File: src/hdl/recovery_pkg.sv
// Recovery executor package with bus widths, command codes, register indices and status codes
`default_nettype none

package recovery_pkg;

  // One RX queue word and one register word
  typedef logic [31:0] word_t;

  // One response byte
  typedef logic [7:0] byte_t;

  // Byte length of a command or a response
  typedef logic [15:0] len_t;

  localparam int unsigned WORD_BYTES = 4;

  // Recovery command codes handled by the executor
  typedef enum logic [7:0] {
    CMD_PROT_CAP        = 8'd34,
    CMD_DEVICE_STATUS   = 8'd36,
    CMD_DEVICE_RESET    = 8'd37,
    CMD_RECOVERY_CTRL   = 8'd38,
    CMD_RECOVERY_STATUS = 8'd39
  } cmd_e;

  // Word index into the recovery register space
  typedef enum logic [3:0] {
    IDX_PROT_CAP_0      = 4'd0,
    IDX_PROT_CAP_1      = 4'd1,
    IDX_PROT_CAP_2      = 4'd2,
    IDX_PROT_CAP_3      = 4'd3,
    IDX_DEVICE_STATUS_0 = 4'd4,
    IDX_DEVICE_STATUS_1 = 4'd5,
    IDX_DEVICE_RESET    = 4'd6,
    IDX_RECOVERY_CTRL   = 4'd7,
    IDX_RECOVERY_STATUS = 4'd8,
    IDX_INVALID         = 4'd15
  } reg_idx_e;

  // Protocol status reported in DEVICE_STATUS byte 1
  typedef enum logic [7:0] {
    PROTO_OK            = 8'h00,
    PROTO_ERR_READ_ONLY = 8'h01,
    PROTO_ERR_PARAMETER = 8'h02,
    PROTO_ERR_LENGTH    = 8'h03,
    PROTO_ERR_CRC       = 8'h04
  } proto_status_e;

endpackage

`default_nettype wire

File: src/hdl/recovery_reg_map.sv
// Recovery register map that turns a command into its word index and byte length
`timescale 1ns/10ps
`default_nettype none

module recovery_reg_map (
  input  logic                   clk_i,
  input  logic                   rst_ni,
  input  logic                   load_i,
  input  recovery_pkg::cmd_e     cmd_i,
  input  logic                   step_i,
  output recovery_pkg::reg_idx_e reg_idx_o,
  output recovery_pkg::len_t     reg_len_o
);
  import recovery_pkg::*;

  reg_idx_e first_idx;
  reg_idx_e last_idx;
  len_t     len_d;
  reg_idx_e idx_q;
  reg_idx_e last_q;
  len_t     len_q;

  always_comb begin
    unique case (cmd_i)
      CMD_PROT_CAP: begin
        first_idx = IDX_PROT_CAP_0;
        last_idx  = IDX_PROT_CAP_3;
        len_d     = 16'd15;
      end
      CMD_DEVICE_STATUS: begin
        first_idx = IDX_DEVICE_STATUS_0;
        last_idx  = IDX_DEVICE_STATUS_1;
        len_d     = 16'd8;
      end
      CMD_DEVICE_RESET: begin
        first_idx = IDX_DEVICE_RESET;
        last_idx  = IDX_DEVICE_RESET;
        len_d     = 16'd3;
      end
      CMD_RECOVERY_CTRL: begin
        first_idx = IDX_RECOVERY_CTRL;
        last_idx  = IDX_RECOVERY_CTRL;
        len_d     = 16'd3;
      end
      CMD_RECOVERY_STATUS: begin
        first_idx = IDX_RECOVERY_STATUS;
        last_idx  = IDX_RECOVERY_STATUS;
        len_d     = 16'd2;
      end
      // Unknown code reads back as one zero word
      default: begin
        first_idx = IDX_INVALID;
        last_idx  = IDX_INVALID;
        len_d     = len_t'(WORD_BYTES);
      end
    endcase
  end

  always_ff @(posedge clk_i or negedge rst_ni) begin
    if (!rst_ni) begin
      idx_q  <= IDX_INVALID;
      last_q <= IDX_INVALID;
      len_q  <= '0;
    end else if (load_i) begin
      idx_q  <= first_idx;
      last_q <= last_idx;
      len_q  <= len_d;
    end else if (step_i) begin
      // Stepping past the last word leaves the register
      idx_q <= (idx_q == last_q) ? IDX_INVALID : reg_idx_e'(idx_q + 4'd1);
    end
  end

  assign reg_idx_o = idx_q;
  assign reg_len_o = len_q;

  a_idx_defined: assert property (@(posedge clk_i) disable iff (!rst_ni)
    (idx_q <= IDX_RECOVERY_STATUS) || (idx_q == IDX_INVALID));

endmodule

`default_nettype wire

File: src/hdl/recovery_reg_file.sv
// Recovery register file with writable control registers, device status and the read mux
`timescale 1ns/10ps
`default_nettype none

module recovery_reg_file #(
  parameter logic [127:0] P_PROT_CAP = '0
) (
  input  logic                        clk_i,
  input  logic                        rst_ni,
  input  recovery_pkg::reg_idx_e      reg_idx_i,
  input  logic                        wr_en_i,
  input  recovery_pkg::word_t         wr_data_i,
  input  logic                        status_we_i,
  input  recovery_pkg::proto_status_e status_i,
  input  recovery_pkg::word_t         rec_status_i,
  output recovery_pkg::word_t         rd_word_o,
  output logic                        image_activated_o
);
  import recovery_pkg::*;

  word_t         device_reset_q;
  word_t         recovery_ctrl_q;
  proto_status_e proto_status_q;
  word_t         device_status_0;

  // Only DEVICE_RESET and RECOVERY_CTRL accept host writes
  always_ff @(posedge clk_i or negedge rst_ni) begin
    if (!rst_ni) begin
      device_reset_q  <= '0;
      recovery_ctrl_q <= '0;
    end else if (wr_en_i) begin
      case (reg_idx_i)
        IDX_DEVICE_RESET:  device_reset_q  <= wr_data_i;
        IDX_RECOVERY_CTRL: recovery_ctrl_q <= wr_data_i;
        default: begin
        end
      endcase
    end
  end

  always_ff @(posedge clk_i or negedge rst_ni) begin
    if (!rst_ni) begin
      proto_status_q <= PROTO_OK;
    end else if (status_we_i) begin
      proto_status_q <= status_i;
    end
  end

  // Device status and reason bytes stay zero
  assign device_status_0 = {16'h0000, proto_status_q, 8'h00};

  always_comb begin
    unique case (reg_idx_i)
      IDX_PROT_CAP_0:      rd_word_o = P_PROT_CAP[31:0];
      IDX_PROT_CAP_1:      rd_word_o = P_PROT_CAP[63:32];
      IDX_PROT_CAP_2:      rd_word_o = P_PROT_CAP[95:64];
      IDX_PROT_CAP_3:      rd_word_o = P_PROT_CAP[127:96];
      IDX_DEVICE_STATUS_0: rd_word_o = device_status_0;
      IDX_DEVICE_STATUS_1: rd_word_o = '0;
      IDX_DEVICE_RESET:    rd_word_o = device_reset_q;
      IDX_RECOVERY_CTRL:   rd_word_o = recovery_ctrl_q;
      IDX_RECOVERY_STATUS: rd_word_o = rec_status_i;
      default:             rd_word_o = '0;
    endcase
  end

  // Activate image command in RECOVERY_CTRL byte 2
  assign image_activated_o = (recovery_ctrl_q[23:16] == 8'h0F);

  a_wr_vs_status: assert property (@(posedge clk_i) disable iff (!rst_ni)
    !(wr_en_i && status_we_i));

endmodule

`default_nettype wire

File: src/hdl/recovery_cmd_seq.sv
// Recovery command sequencer that runs writes from the RX queue and streams read responses
`timescale 1ns/10ps
`default_nettype none

module recovery_cmd_seq (
  input  logic                        clk_i,
  input  logic                        rst_ni,

  input  logic                        cmd_valid_i,
  input  logic                        cmd_is_rd_i,
  input  recovery_pkg::cmd_e          cmd_cmd_i,
  input  recovery_pkg::len_t          cmd_len_i,
  input  logic                        cmd_error_i,
  output logic                        cmd_done_o,

  output logic                        rx_req_o,
  input  logic                        rx_ack_i,
  output logic                        rx_queue_clr_o,
  input  logic                        host_abort_i,

  output logic                        res_valid_o,
  input  logic                        res_ready_i,
  output recovery_pkg::len_t          res_len_o,
  output logic                        res_dvalid_o,
  input  logic                        res_dready_i,
  output recovery_pkg::byte_t         res_data_o,
  output logic                        res_dlast_o,

  output logic                        load_o,
  output logic                        step_o,
  input  recovery_pkg::len_t          reg_len_i,
  output logic                        wr_en_o,
  output logic                        status_we_o,
  output recovery_pkg::proto_status_e status_o,
  input  recovery_pkg::word_t         rd_word_i
);
  import recovery_pkg::*;

  typedef enum logic [2:0] {
    Idle,
    Write,
    ReadHdr,
    ReadData,
    Error,
    Done
  } state_e;

  state_e        state_q;
  state_e        state_d;
  len_t          cnt_q;
  logic [1:0]    bsel_q;
  proto_status_e status_q;
  len_t          wr_words;
  logic          byte_hs;
  logic          wr_last;

  // Write length rounded up to whole words
  assign wr_words = (cmd_len_i >> 2) + len_t'(|cmd_len_i[1:0]);

  assign byte_hs = res_dvalid_o && res_dready_i;
  assign wr_last = rx_ack_i && (cnt_q == len_t'(1));

  always_comb begin
    state_d = state_q;
    unique case (state_q)
      Idle: begin
        if (cmd_valid_i) begin
          if (cmd_error_i) begin
            state_d = Error;
          end else if (cmd_is_rd_i) begin
            state_d = ReadHdr;
          end else begin
            state_d = Write;
          end
        end
      end
      // A zero-length write leaves after one cycle
      Write: begin
        if ((cnt_q == '0) || wr_last) begin
          state_d = Done;
        end
      end
      ReadHdr: begin
        if (res_ready_i) begin
          state_d = ReadData;
        end
      end
      ReadData: begin
        if (host_abort_i) begin
          state_d = Error;
        end else if (byte_hs && res_dlast_o) begin
          state_d = Done;
        end
      end
      Error:   state_d = Done;
      Done:    state_d = Idle;
      default: state_d = Idle;
    endcase
  end

  always_ff @(posedge clk_i or negedge rst_ni) begin
    if (!rst_ni) begin
      state_q <= Idle;
    end else begin
      state_q <= state_d;
    end
  end

  // Remaining words on a write and remaining bytes on a read
  always_ff @(posedge clk_i or negedge rst_ni) begin
    if (!rst_ni) begin
      cnt_q  <= '0;
      bsel_q <= '0;
    end else begin
      case (state_q)
        Idle: begin
          bsel_q <= '0;
          if (cmd_valid_i) begin
            cnt_q <= wr_words;
          end
        end
        Write: begin
          if (rx_ack_i) begin
            cnt_q <= cnt_q - len_t'(1);
          end
        end
        ReadHdr: begin
          if (res_ready_i) begin
            cnt_q <= reg_len_i;
          end
        end
        ReadData: begin
          if (byte_hs) begin
            cnt_q  <= cnt_q - len_t'(1);
            bsel_q <= bsel_q + 2'd1;
          end
        end
        default: begin
        end
      endcase
    end
  end

  // Queue request drops the cycle after the last ack
  always_ff @(posedge clk_i or negedge rst_ni) begin
    if (!rst_ni) begin
      rx_req_o <= 1'b0;
    end else begin
      case (state_q)
        Idle:    rx_req_o <= cmd_valid_i && !cmd_error_i && !cmd_is_rd_i &&
                             (cmd_len_i != '0);
        Write:   rx_req_o <= (cnt_q != '0) && !wr_last;
        default: rx_req_o <= 1'b0;
      endcase
    end
  end

  // Command status reported when the command completes
  always_ff @(posedge clk_i or negedge rst_ni) begin
    if (!rst_ni) begin
      status_q <= PROTO_OK;
    end else if ((state_q == Idle) && cmd_valid_i) begin
      status_q <= cmd_error_i ? PROTO_ERR_CRC : PROTO_OK;
    end
  end

  assign load_o         = (state_q == Idle) && cmd_valid_i;
  assign wr_en_o        = (state_q == Write) && rx_ack_i;
  assign step_o         = wr_en_o || (byte_hs && (bsel_q == 2'(WORD_BYTES - 1)));
  assign cmd_done_o     = (state_q == Done);
  assign rx_queue_clr_o = (state_q == Error);
  assign status_we_o    = (state_q == Done);
  assign status_o       = status_q;

  assign res_valid_o  = (state_q == ReadHdr);
  assign res_len_o    = reg_len_i;
  assign res_dvalid_o = (state_q == ReadData);
  assign res_dlast_o  = res_dvalid_o && (cnt_q == len_t'(1));
  // Little-endian byte order within the word
  assign res_data_o   = rd_word_i[8 * bsel_q +: 8];

  a_cmd_in_idle: assert property (@(posedge clk_i) disable iff (!rst_ni)
    cmd_valid_i |-> (state_q == Idle));

  a_ack_needs_req: assert property (@(posedge clk_i) disable iff (!rst_ni)
    rx_ack_i |-> rx_req_o);

  a_hdr_before_data: assert property (@(posedge clk_i) disable iff (!rst_ni)
    !(res_dvalid_o && res_valid_o));

endmodule

`default_nettype wire

File: src/hdl/recovery_executor.sv
// Recovery command executor top level joining the sequencer, register map and register file
`timescale 1ns/10ps
`default_nettype none

module recovery_executor #(
  parameter logic [127:0] P_PROT_CAP = {32'h000F0011, 32'h00000101, 32'h56434552, 32'h2050434F}
) (
  input  logic                clk_i,
  input  logic                rst_ni,

  input  logic                cmd_valid_i,
  input  logic                cmd_is_rd_i,
  input  recovery_pkg::cmd_e  cmd_cmd_i,
  input  recovery_pkg::len_t  cmd_len_i,
  input  logic                cmd_error_i,
  output logic                cmd_done_o,

  output logic                res_valid_o,
  input  logic                res_ready_i,
  output recovery_pkg::len_t  res_len_o,

  output logic                res_dvalid_o,
  input  logic                res_dready_i,
  output recovery_pkg::byte_t res_data_o,
  output logic                res_dlast_o,

  output logic                rx_req_o,
  input  logic                rx_ack_i,
  input  recovery_pkg::word_t rx_data_i,
  output logic                rx_queue_clr_o,

  input  logic                host_abort_i,
  input  recovery_pkg::word_t rec_status_i,
  output logic                image_activated_o
);
  import recovery_pkg::*;

  logic          load;
  logic          step;
  logic          wr_en;
  logic          status_we;
  proto_status_e status;
  reg_idx_e      reg_idx;
  len_t          reg_len;
  word_t         rd_word;

  recovery_cmd_seq u_seq (
    .clk_i          (clk_i),
    .rst_ni         (rst_ni),
    .cmd_valid_i    (cmd_valid_i),
    .cmd_is_rd_i    (cmd_is_rd_i),
    .cmd_cmd_i      (cmd_cmd_i),
    .cmd_len_i      (cmd_len_i),
    .cmd_error_i    (cmd_error_i),
    .cmd_done_o     (cmd_done_o),
    .rx_req_o       (rx_req_o),
    .rx_ack_i       (rx_ack_i),
    .rx_queue_clr_o (rx_queue_clr_o),
    .host_abort_i   (host_abort_i),
    .res_valid_o    (res_valid_o),
    .res_ready_i    (res_ready_i),
    .res_len_o      (res_len_o),
    .res_dvalid_o   (res_dvalid_o),
    .res_dready_i   (res_dready_i),
    .res_data_o     (res_data_o),
    .res_dlast_o    (res_dlast_o),
    .load_o         (load),
    .step_o         (step),
    .reg_len_i      (reg_len),
    .wr_en_o        (wr_en),
    .status_we_o    (status_we),
    .status_o       (status),
    .rd_word_i      (rd_word)
  );

  recovery_reg_map u_map (
    .clk_i     (clk_i),
    .rst_ni    (rst_ni),
    .load_i    (load),
    .cmd_i     (cmd_cmd_i),
    .step_i    (step),
    .reg_idx_o (reg_idx),
    .reg_len_o (reg_len)
  );

  recovery_reg_file #(
    .P_PROT_CAP (P_PROT_CAP)
  ) u_regs (
    .clk_i             (clk_i),
    .rst_ni            (rst_ni),
    .reg_idx_i         (reg_idx),
    .wr_en_i           (wr_en),
    .wr_data_i         (rx_data_i),
    .status_we_i       (status_we),
    .status_i          (status),
    .rec_status_i      (rec_status_i),
    .rd_word_o         (rd_word),
    .image_activated_o (image_activated_o)
  );

endmodule

`default_nettype wire

File: config.mk
export PLATFORM = sky130hd
export DESIGN_NAME = recovery_executor
export DESIGN_NICKNAME = d
export VERILOG_FILES = /design/src/hdl/recovery_pkg.sv /design/src/hdl/recovery_reg_map.sv /design/src/hdl/recovery_reg_file.sv /design/src/hdl/recovery_cmd_seq.sv /design/src/hdl/recovery_executor.sv
export SDC_FILE = /design/constraint.sdc
export NUM_CORES = 1
export LEC_CHECK = 0
export BUFFER_PORTS_ARGS = -buffer_cell sky130_fd_sc_hd__buf_2
export CORE_ASPECT_RATIO = 0.7
export CORE_MARGIN = 3
export CORE_UTILIZATION = 56
export CTS_CLUSTER_DIAMETER = 80
export CTS_CLUSTER_SIZE = 25
export DETAILED_ROUTE_END_ITERATION = 7
export MAX_ROUTING_LAYER = met4
export PLACE_DENSITY = 0.82
export SLEW_MARGIN = 20
export SYNTH_ARGS = -nofsm -noshare
export SYNTH_HDL_FRONTEND = slang
export SYNTH_SLANG_ARGS = --single-unit
File: constraint.sdc
create_clock -name clk_i -period 2.3 [get_ports clk_i]
set_input_delay 0.115 -clock clk_i [delete_from_list [all_inputs] [get_ports clk_i]]
set_output_delay 0.115 -clock clk_i [all_outputs]
set_load 0.03 [all_outputs]
After elaboration in Yosys (flattened, before gate mapping)
Cells that the tools add are included.
W data, S select, Z words.

operators by class
  $add $sub $neg = 4
  multipliers = 0
  div/mod/pow operators = 0
  order comparisons = 0
  eq/ne operators = 27
  shift-type cells = 1
  mux-type cells = 24
  bitwise logic cells = 0
  reduce and logical (&&, ||, !) cells = 31

operator list
  kind                     count
  $pmux W32 S8             1
  $mux W16                 4
  $pmux W16 S4             1
  $eq A8 B6 Y1 const B     5
  $pmux W4 S5              2
  $reduce_bool A16 Y1      2
  $shiftx A32 B6 Y8        1
  $mux W3                  7
  $eq A16 B1 Y1 const B    1
  $logic_not A16 Y1        1
  $pmux W4 S4              1
  $sub A16 B1 Y16 const B  1
  $add A14 B1 Y15          1
  $pmux W3 S5              1
  $eq A4 B3 Y1 const B     3
  $mux W4                  3
  $logic_and A1 B1 Y1      11
  $eq A4 B2 Y1 const B     2
  $eq A8 B4 Y1 const B     1
  $eq A3 B2 Y1 const B     2
  $eq A3 B3 Y1 const B     2
  $ne A2 B2 Y1 const B     3
  $reduce_and A2 Y1        3
  $reduce_and A5 Y1        1
  20 further kinds         27

word-level totals
  flip-flop bits (word level) = 126
  latch bits = 0
  memory bits (writable) = 0
  ROM bits = 0
  bits of input ports = 97
  output and inout bits = 31
  word-level logic and storage cells = 98
  memories kept = 0

Logic depth before layout (Yosys ltp)
  depth after elaboration = 6
  mapped depth = 10
  mapped depth without buffers = 8

Cells and area by module
Synthesis repeated with hierarchy kept, for this count alone.

unflattened totals
  cells, all modules = 662
  area, all modules = 6680.2 µm²

by module, submodules not included
  module             times used  cells each  area an instance (µm²)  seq. area each (µm²)
  recovery_reg_file  1           304         3575.9                  1801.7
  recovery_cmd_seq   1           269         2262.2                  575.6
  recovery_reg_map   1           89          842.1                   310.3

Worst setup path before layout
No wires, ideal clock.

  path kind = reg-to-output
  from = register u_map.idx_q[0] (netlist: u_map.reg_idx_o[0])
  to = output res_data_o[7]
  data arrival time = 2.433 ns
  data required time = 2.185 ns
  setup slack = -0.248 ns
  stages on the path, launching flop included = 8
  path buffers = 3
  cells stage by stage = dfstp_2 ha_1 buf_2 and3b_1 clkbuf_1 clkbuf_1 a22oi_1 a221oi_1

on the way
  cells in the longest elaborated chain, start to end = 3
  elaborated cells between the ends (all ways) = 10
  classes of those cells = eq/ne: 7; shift: 1; mux: 1; reduce/logical: 1

ends and longest elaborated chain
  element                               RTL line                 source
  start, declared                       recovery_reg_map.sv:19   reg_idx_e idx_q;
  start signal, assigned                recovery_reg_map.sv:65   idx_q <= first_idx;
  start signal, assigned                recovery_reg_map.sv:70   idx_q <= (idx_q == last_q) ? IDX_INVALID : reg_idx_e'(idx_q + 4'd1);
  $eq A4 B4 Y1 (tied with other cells)  recovery_reg_file.sv:53  unique case (reg_idx_i)
  $pmux W32 S8 (*)                      recovery_reg_file.sv:53
  $shiftx A32 B6 Y8 (*)                 recovery_cmd_seq.sv:180  assign res_data_o = rd_word_i[8 * bsel_q +: 8];
  end, declared                         recovery_executor.sv:24  output recovery_pkg::byte_t res_data_o,

Mark *: on every way between the ends. The rest lies on a longest branch, timed or not.

Worst setup path in the final report
  from = register u_map.idx_q[0] (netlist: u_map.reg_idx_o[0])
  to = output res_data_o[1]

The elaborated chain is that of the path after synthesis.

==> metrics.md <==
| Metric | Value |
|---|---|
| Status | `finished, violations left` |
| Failing checks | `setup timing` |
| Syn Std Cell Area | `6090 um2` |
| Post-route DRC | `0` |
| Core box area | `10500 um2` |
| Syn-to-layout area delta | `25.6%` |
| First-pass GRT wire length | `29900 um` |
| Hold Path Origin | `rx_data_i[13]` |
| Max-cap viol count | `0` |
| Num CTS Buffers | `9` |
| Worst-Skew Late Latency | `0.35 ns` |
| CTS sink count | `100` |
| Via density | `6.33` |
| FMAX | `395 MHz` |
| Leak | `3.47 nW` |
| I/O pin cnt | `128` |
| CP Capture Type | `primary output` |
| FF-to-FF Start | `u_seq.cnt_q[0]` |
| Register area share after synthesis | `0.412` |
| Largest net degree at the start of global routing | `42` |
| Startpoint Class | `flip-flop` |
| Number of global-route vias before repair | `5589` |
| Initial antenna violation count | `0` |
| Via Count | `5757` |
| Number of port buffers | `115` |
| Slew HR | `0.594` |
| Initial DRC Count | `681` |
| Die area | `12200 um2` |
| PD cells | `1160 nW/um2` |
| Share of cells above drive strength 1 | `0.385` |
| Max-slew violations | `0` |
| Detailed Routing Iterations Pass 1 | `5` |
| Peak VDD IR | `0.584 mV` |
| Dpl ws | `-0.0552 ns` |
| Longest Clk Path Bufs | `2` |
| WS Path Type | `flip-flop to primary output` |
| CP required | `2.18 ns` |
| Setup WS post-layout | `-0.231 ns` |
| Routability Congestion | `0.997` |
| Ys flop type | `dfrtp_1` |
| Die width | `131 um` |
| Fin util | `0.731` |
| Final Cycle Share | `1.10` |
| Post-Synthesis Cells | `649` |
| DP HPWL | `13900 um` |
| CTS clk-pin slew, worst paths | `0.07 ns` |
| Die Ht | `93.3 um` |
| Antenna diode count | `0` |
| GR Overflow Total | `0` |
| Avg Inst Size Synth | `9.39 um2` |
| Setup Skew | `0.0109 ns` |
| CP arrival | `2.42 ns` |
| FFs w/ async S/R, synth | `1.00` |
| Initial core utilization | `0.582` |
| Row Count | `31` |
| Crit path time final | `2.53 ns` |
| Setup violations, final | `8` |
| Deepest level of the CTS H-tree | `3` |
| Worst-Margin Slew | `0.603 ns` |
| ANT nets after route | `0` |
| Cell variety after synth | `66` |
| Power consumption | `8.89 mW` |
| Synthesized flop and latch total | `100` |
| Worst-path maximum fanout | `6` |
| RSZ-0062 raised after global routing | `yes` |
| Total global-route track usage | `0.325` |
| Post-synth EDFFs | `0` |
| CTS tree | `built` |
| Per-cell routed wire length | `21.3 um` |
| Total Nets Final | `879` |
| Hold Crit Class | `input port to flip-flop` |
| Routed wire length | `19300 um` |
| Non-Filler Instances | `909` |
| Hold Slack | `0.00986 ns` |
| Setup crit start | `u_map.reg_idx_o[0]` |
| Hold Vio Cnt, Final | `0` |
| Yosys warnings | `0` |
| DP Cell Count | `883` |
| CTS root buf | `clkbuf_16` |
==> state kept, by name, summed over array words and instances, names as in the netlist <==
signal                  flops
u_seq.cnt_q                16
u_seq.status_o              1
u_map.last_q                4
u_regs.recovery_ctrl_q     32
u_regs.proto_status_q       1
u_regs.device_reset_q      32
u_seq.state_q               3
u_map.reg_idx_o             4
u_seq.bsel_q                2
u_map.reg_len_o             4
u_seq.rx_req_o              1
==> power breakdown <==
part	internal [mW]	leakage, nW	switching, mW
logic	1.86	2.00	2.41
clock network	0.954	0.149	0.676
registers	2.37	1.32	0.628
total	5.18	3.47	3.71
==> logic make-up (layout without fill, tap and decap cells) <==
kind of cell	count (synthesis)	after routing	share of synthesized area
adder cells (fa/ha/maj)	9	9	0.0185
buffers and inverters	68	185	0.0522
multiplexers	68	68	0.125
other	1	12	0.000616
XOR/XNOR	20	20	0.0288
AO/OA/AOI/OAI	178	178	0.194
AND/OR/NAND/NOR	205	205	0.169
flip-flops	100	100	0.412
==> final cells by class <==
| class | instances | area [um2] |
|---|---|---|
| multi-input cells | 492 | 3530 |
| fillers | 801 | 2820 |
| flip-flops and latches | 100 | 2510 |
| repair buffers | 160 | 1090 |
| clock buffers | 10 | 229 |
| well taps | 132 | 165 |
| clock inverters | 5 | 85.1 |
| inverters | 10 | 40.0 |
==> synthesized netlist by cell type, drive strengths merged (3+ instances only) <==
| cell type | instances | share of area |
|---|---|---|
| dfrtp | 92 | 0.38 |
| mux2 | 66 | 0.12 |
| nand2 | 58 | 0.036 |
| o21ai | 45 | 0.037 |
| a21oi | 42 | 0.035 |
| nor2 | 42 | 0.026 |
| buf | 31 | 0.029 |
| nand3 | 28 | 0.023 |
| clkbuf | 27 | 0.017 |
| nor3 | 14 | 0.012 |
| a22oi | 12 | 0.015 |
| xnor2 | 11 | 0.016 |
| inv | 10 | 0.0062 |
| nand2b | 10 | 0.010 |
| ha | 9 | 0.018 |
| nor4 | 9 | 0.010 |
| o211ai | 9 | 0.011 |
| xor2 | 9 | 0.013 |
| and3 | 8 | 0.0082 |
| dfstp | 8 | 0.035 |
| o22ai | 8 | 0.0082 |
| a221o | 7 | 0.012 |
| nor2b | 7 | 0.0072 |
| a221oi | 6 | 0.0097 |
| a22o | 6 | 0.0086 |
| a31oi | 6 | 0.0062 |
| nand4 | 6 | 0.0062 |
| o221ai | 6 | 0.0086 |
| or2 | 6 | 0.0066 |
| a211oi | 5 | 0.0062 |
| and3b | 4 | 0.0058 |
| o22a | 4 | 0.0058 |
| a21o | 3 | 0.0037 |
| o32ai | 3 | 0.0043 |
==> worst paths after layout <==
path | slack [ns] | to | depth (start not counted)
setup / recovery | -0.23 | res_data_o[1] | 10
hold / removal | 0.01 | u_regs.recovery_ctrl_q[13] | 2
setup reg to reg | 0.15 | u_seq.cnt_q[9] | 6
hold reg to reg | 0.49 | u_seq.status_o[2] | 2
max in group asynchronous | 1.27 | u_map.reg_idx_o[2] | 3
min in group asynchronous | 0.23 | u_regs.device_reset_q[28] | 2
==> routing by layer <==
layer | part of all wire | wire [um] | vias up | track usage
met3 | 0.089 | 1720 | 39 | 0.0725
met2 | 0.44 | 8560 | 312 | 0.466
met5 | 0 | 0 | - | -
li1 | - | - | 2625 | -
met1 | 0.45 | 8730 | 2781 | 0.475
met4 | 0.017 | 336 | 0 | 0.0685
==> through the flow <==
step | instance area, um2 | setup TNS (ns)
floorplan | 6160 | 0
finish | 7650 | -1.32
global placement | 6950 | 0
detailed placement | 6950 | -1.20
global route | 7650 | -1.87
CTS | 7570 | -1.22
==> worst max-delay path, stage by stage (launching register included) <==
cell,delay [ns]
dfstp_2,0.57
inv_4,0.06
ha_4,0.16
and3b_2,0.25
buf_12,0.14
buf_16,0.14
a22oi_2,0.15
o211ai_1,0.17
o21ai_1,0.15
o32ai_2,0.10
buf_4,0.18
==> what timing repair did <==
| item | CTS | global route |
|---|---|---|
| pin swaps | 17 | 10 |
| endpoints found under the hold margin | 28 | 0 |
| buffers inserted | 7 | 1 |
| gates resized for setup | 53 | 21 |
| hold buffers | 1 | 0 |
| cloned | 2 | 0 |
| endpoints found under the setup margin | 40 | 11 |
==> cell usage in the layout (no fill, tap or decap), types with 5 or more instances in the layout <==
master / count
nor3_1: 13
a21oi_1: 38
buf_2: 106
nand2b_1: 10
ha_1: 6
conb_1: 12
dfrtp_1: 92
nand4_1: 6
a221o_1: 7
a31oi_1: 6
nor4_1: 8
buf_4: 36
xor2_1: 9
xnor2_1: 11
nor2_1: 40
inv_1: 8
mux2_2: 66
o211ai_1: 9
and3_1: 8
dfstp_2: 8
a22o_1: 6
o21ai_0: 35
a22oi_2: 5
o22ai_1: 7
nor2b_1: 5
o21ai_1: 6
buf_6: 8
buf_12: 6
o221ai_1: 6
clkbuf_16: 9
nand3_1: 27
nand2_1: 57
a22oi_1: 7
Power figures use the tool's default switching activity.
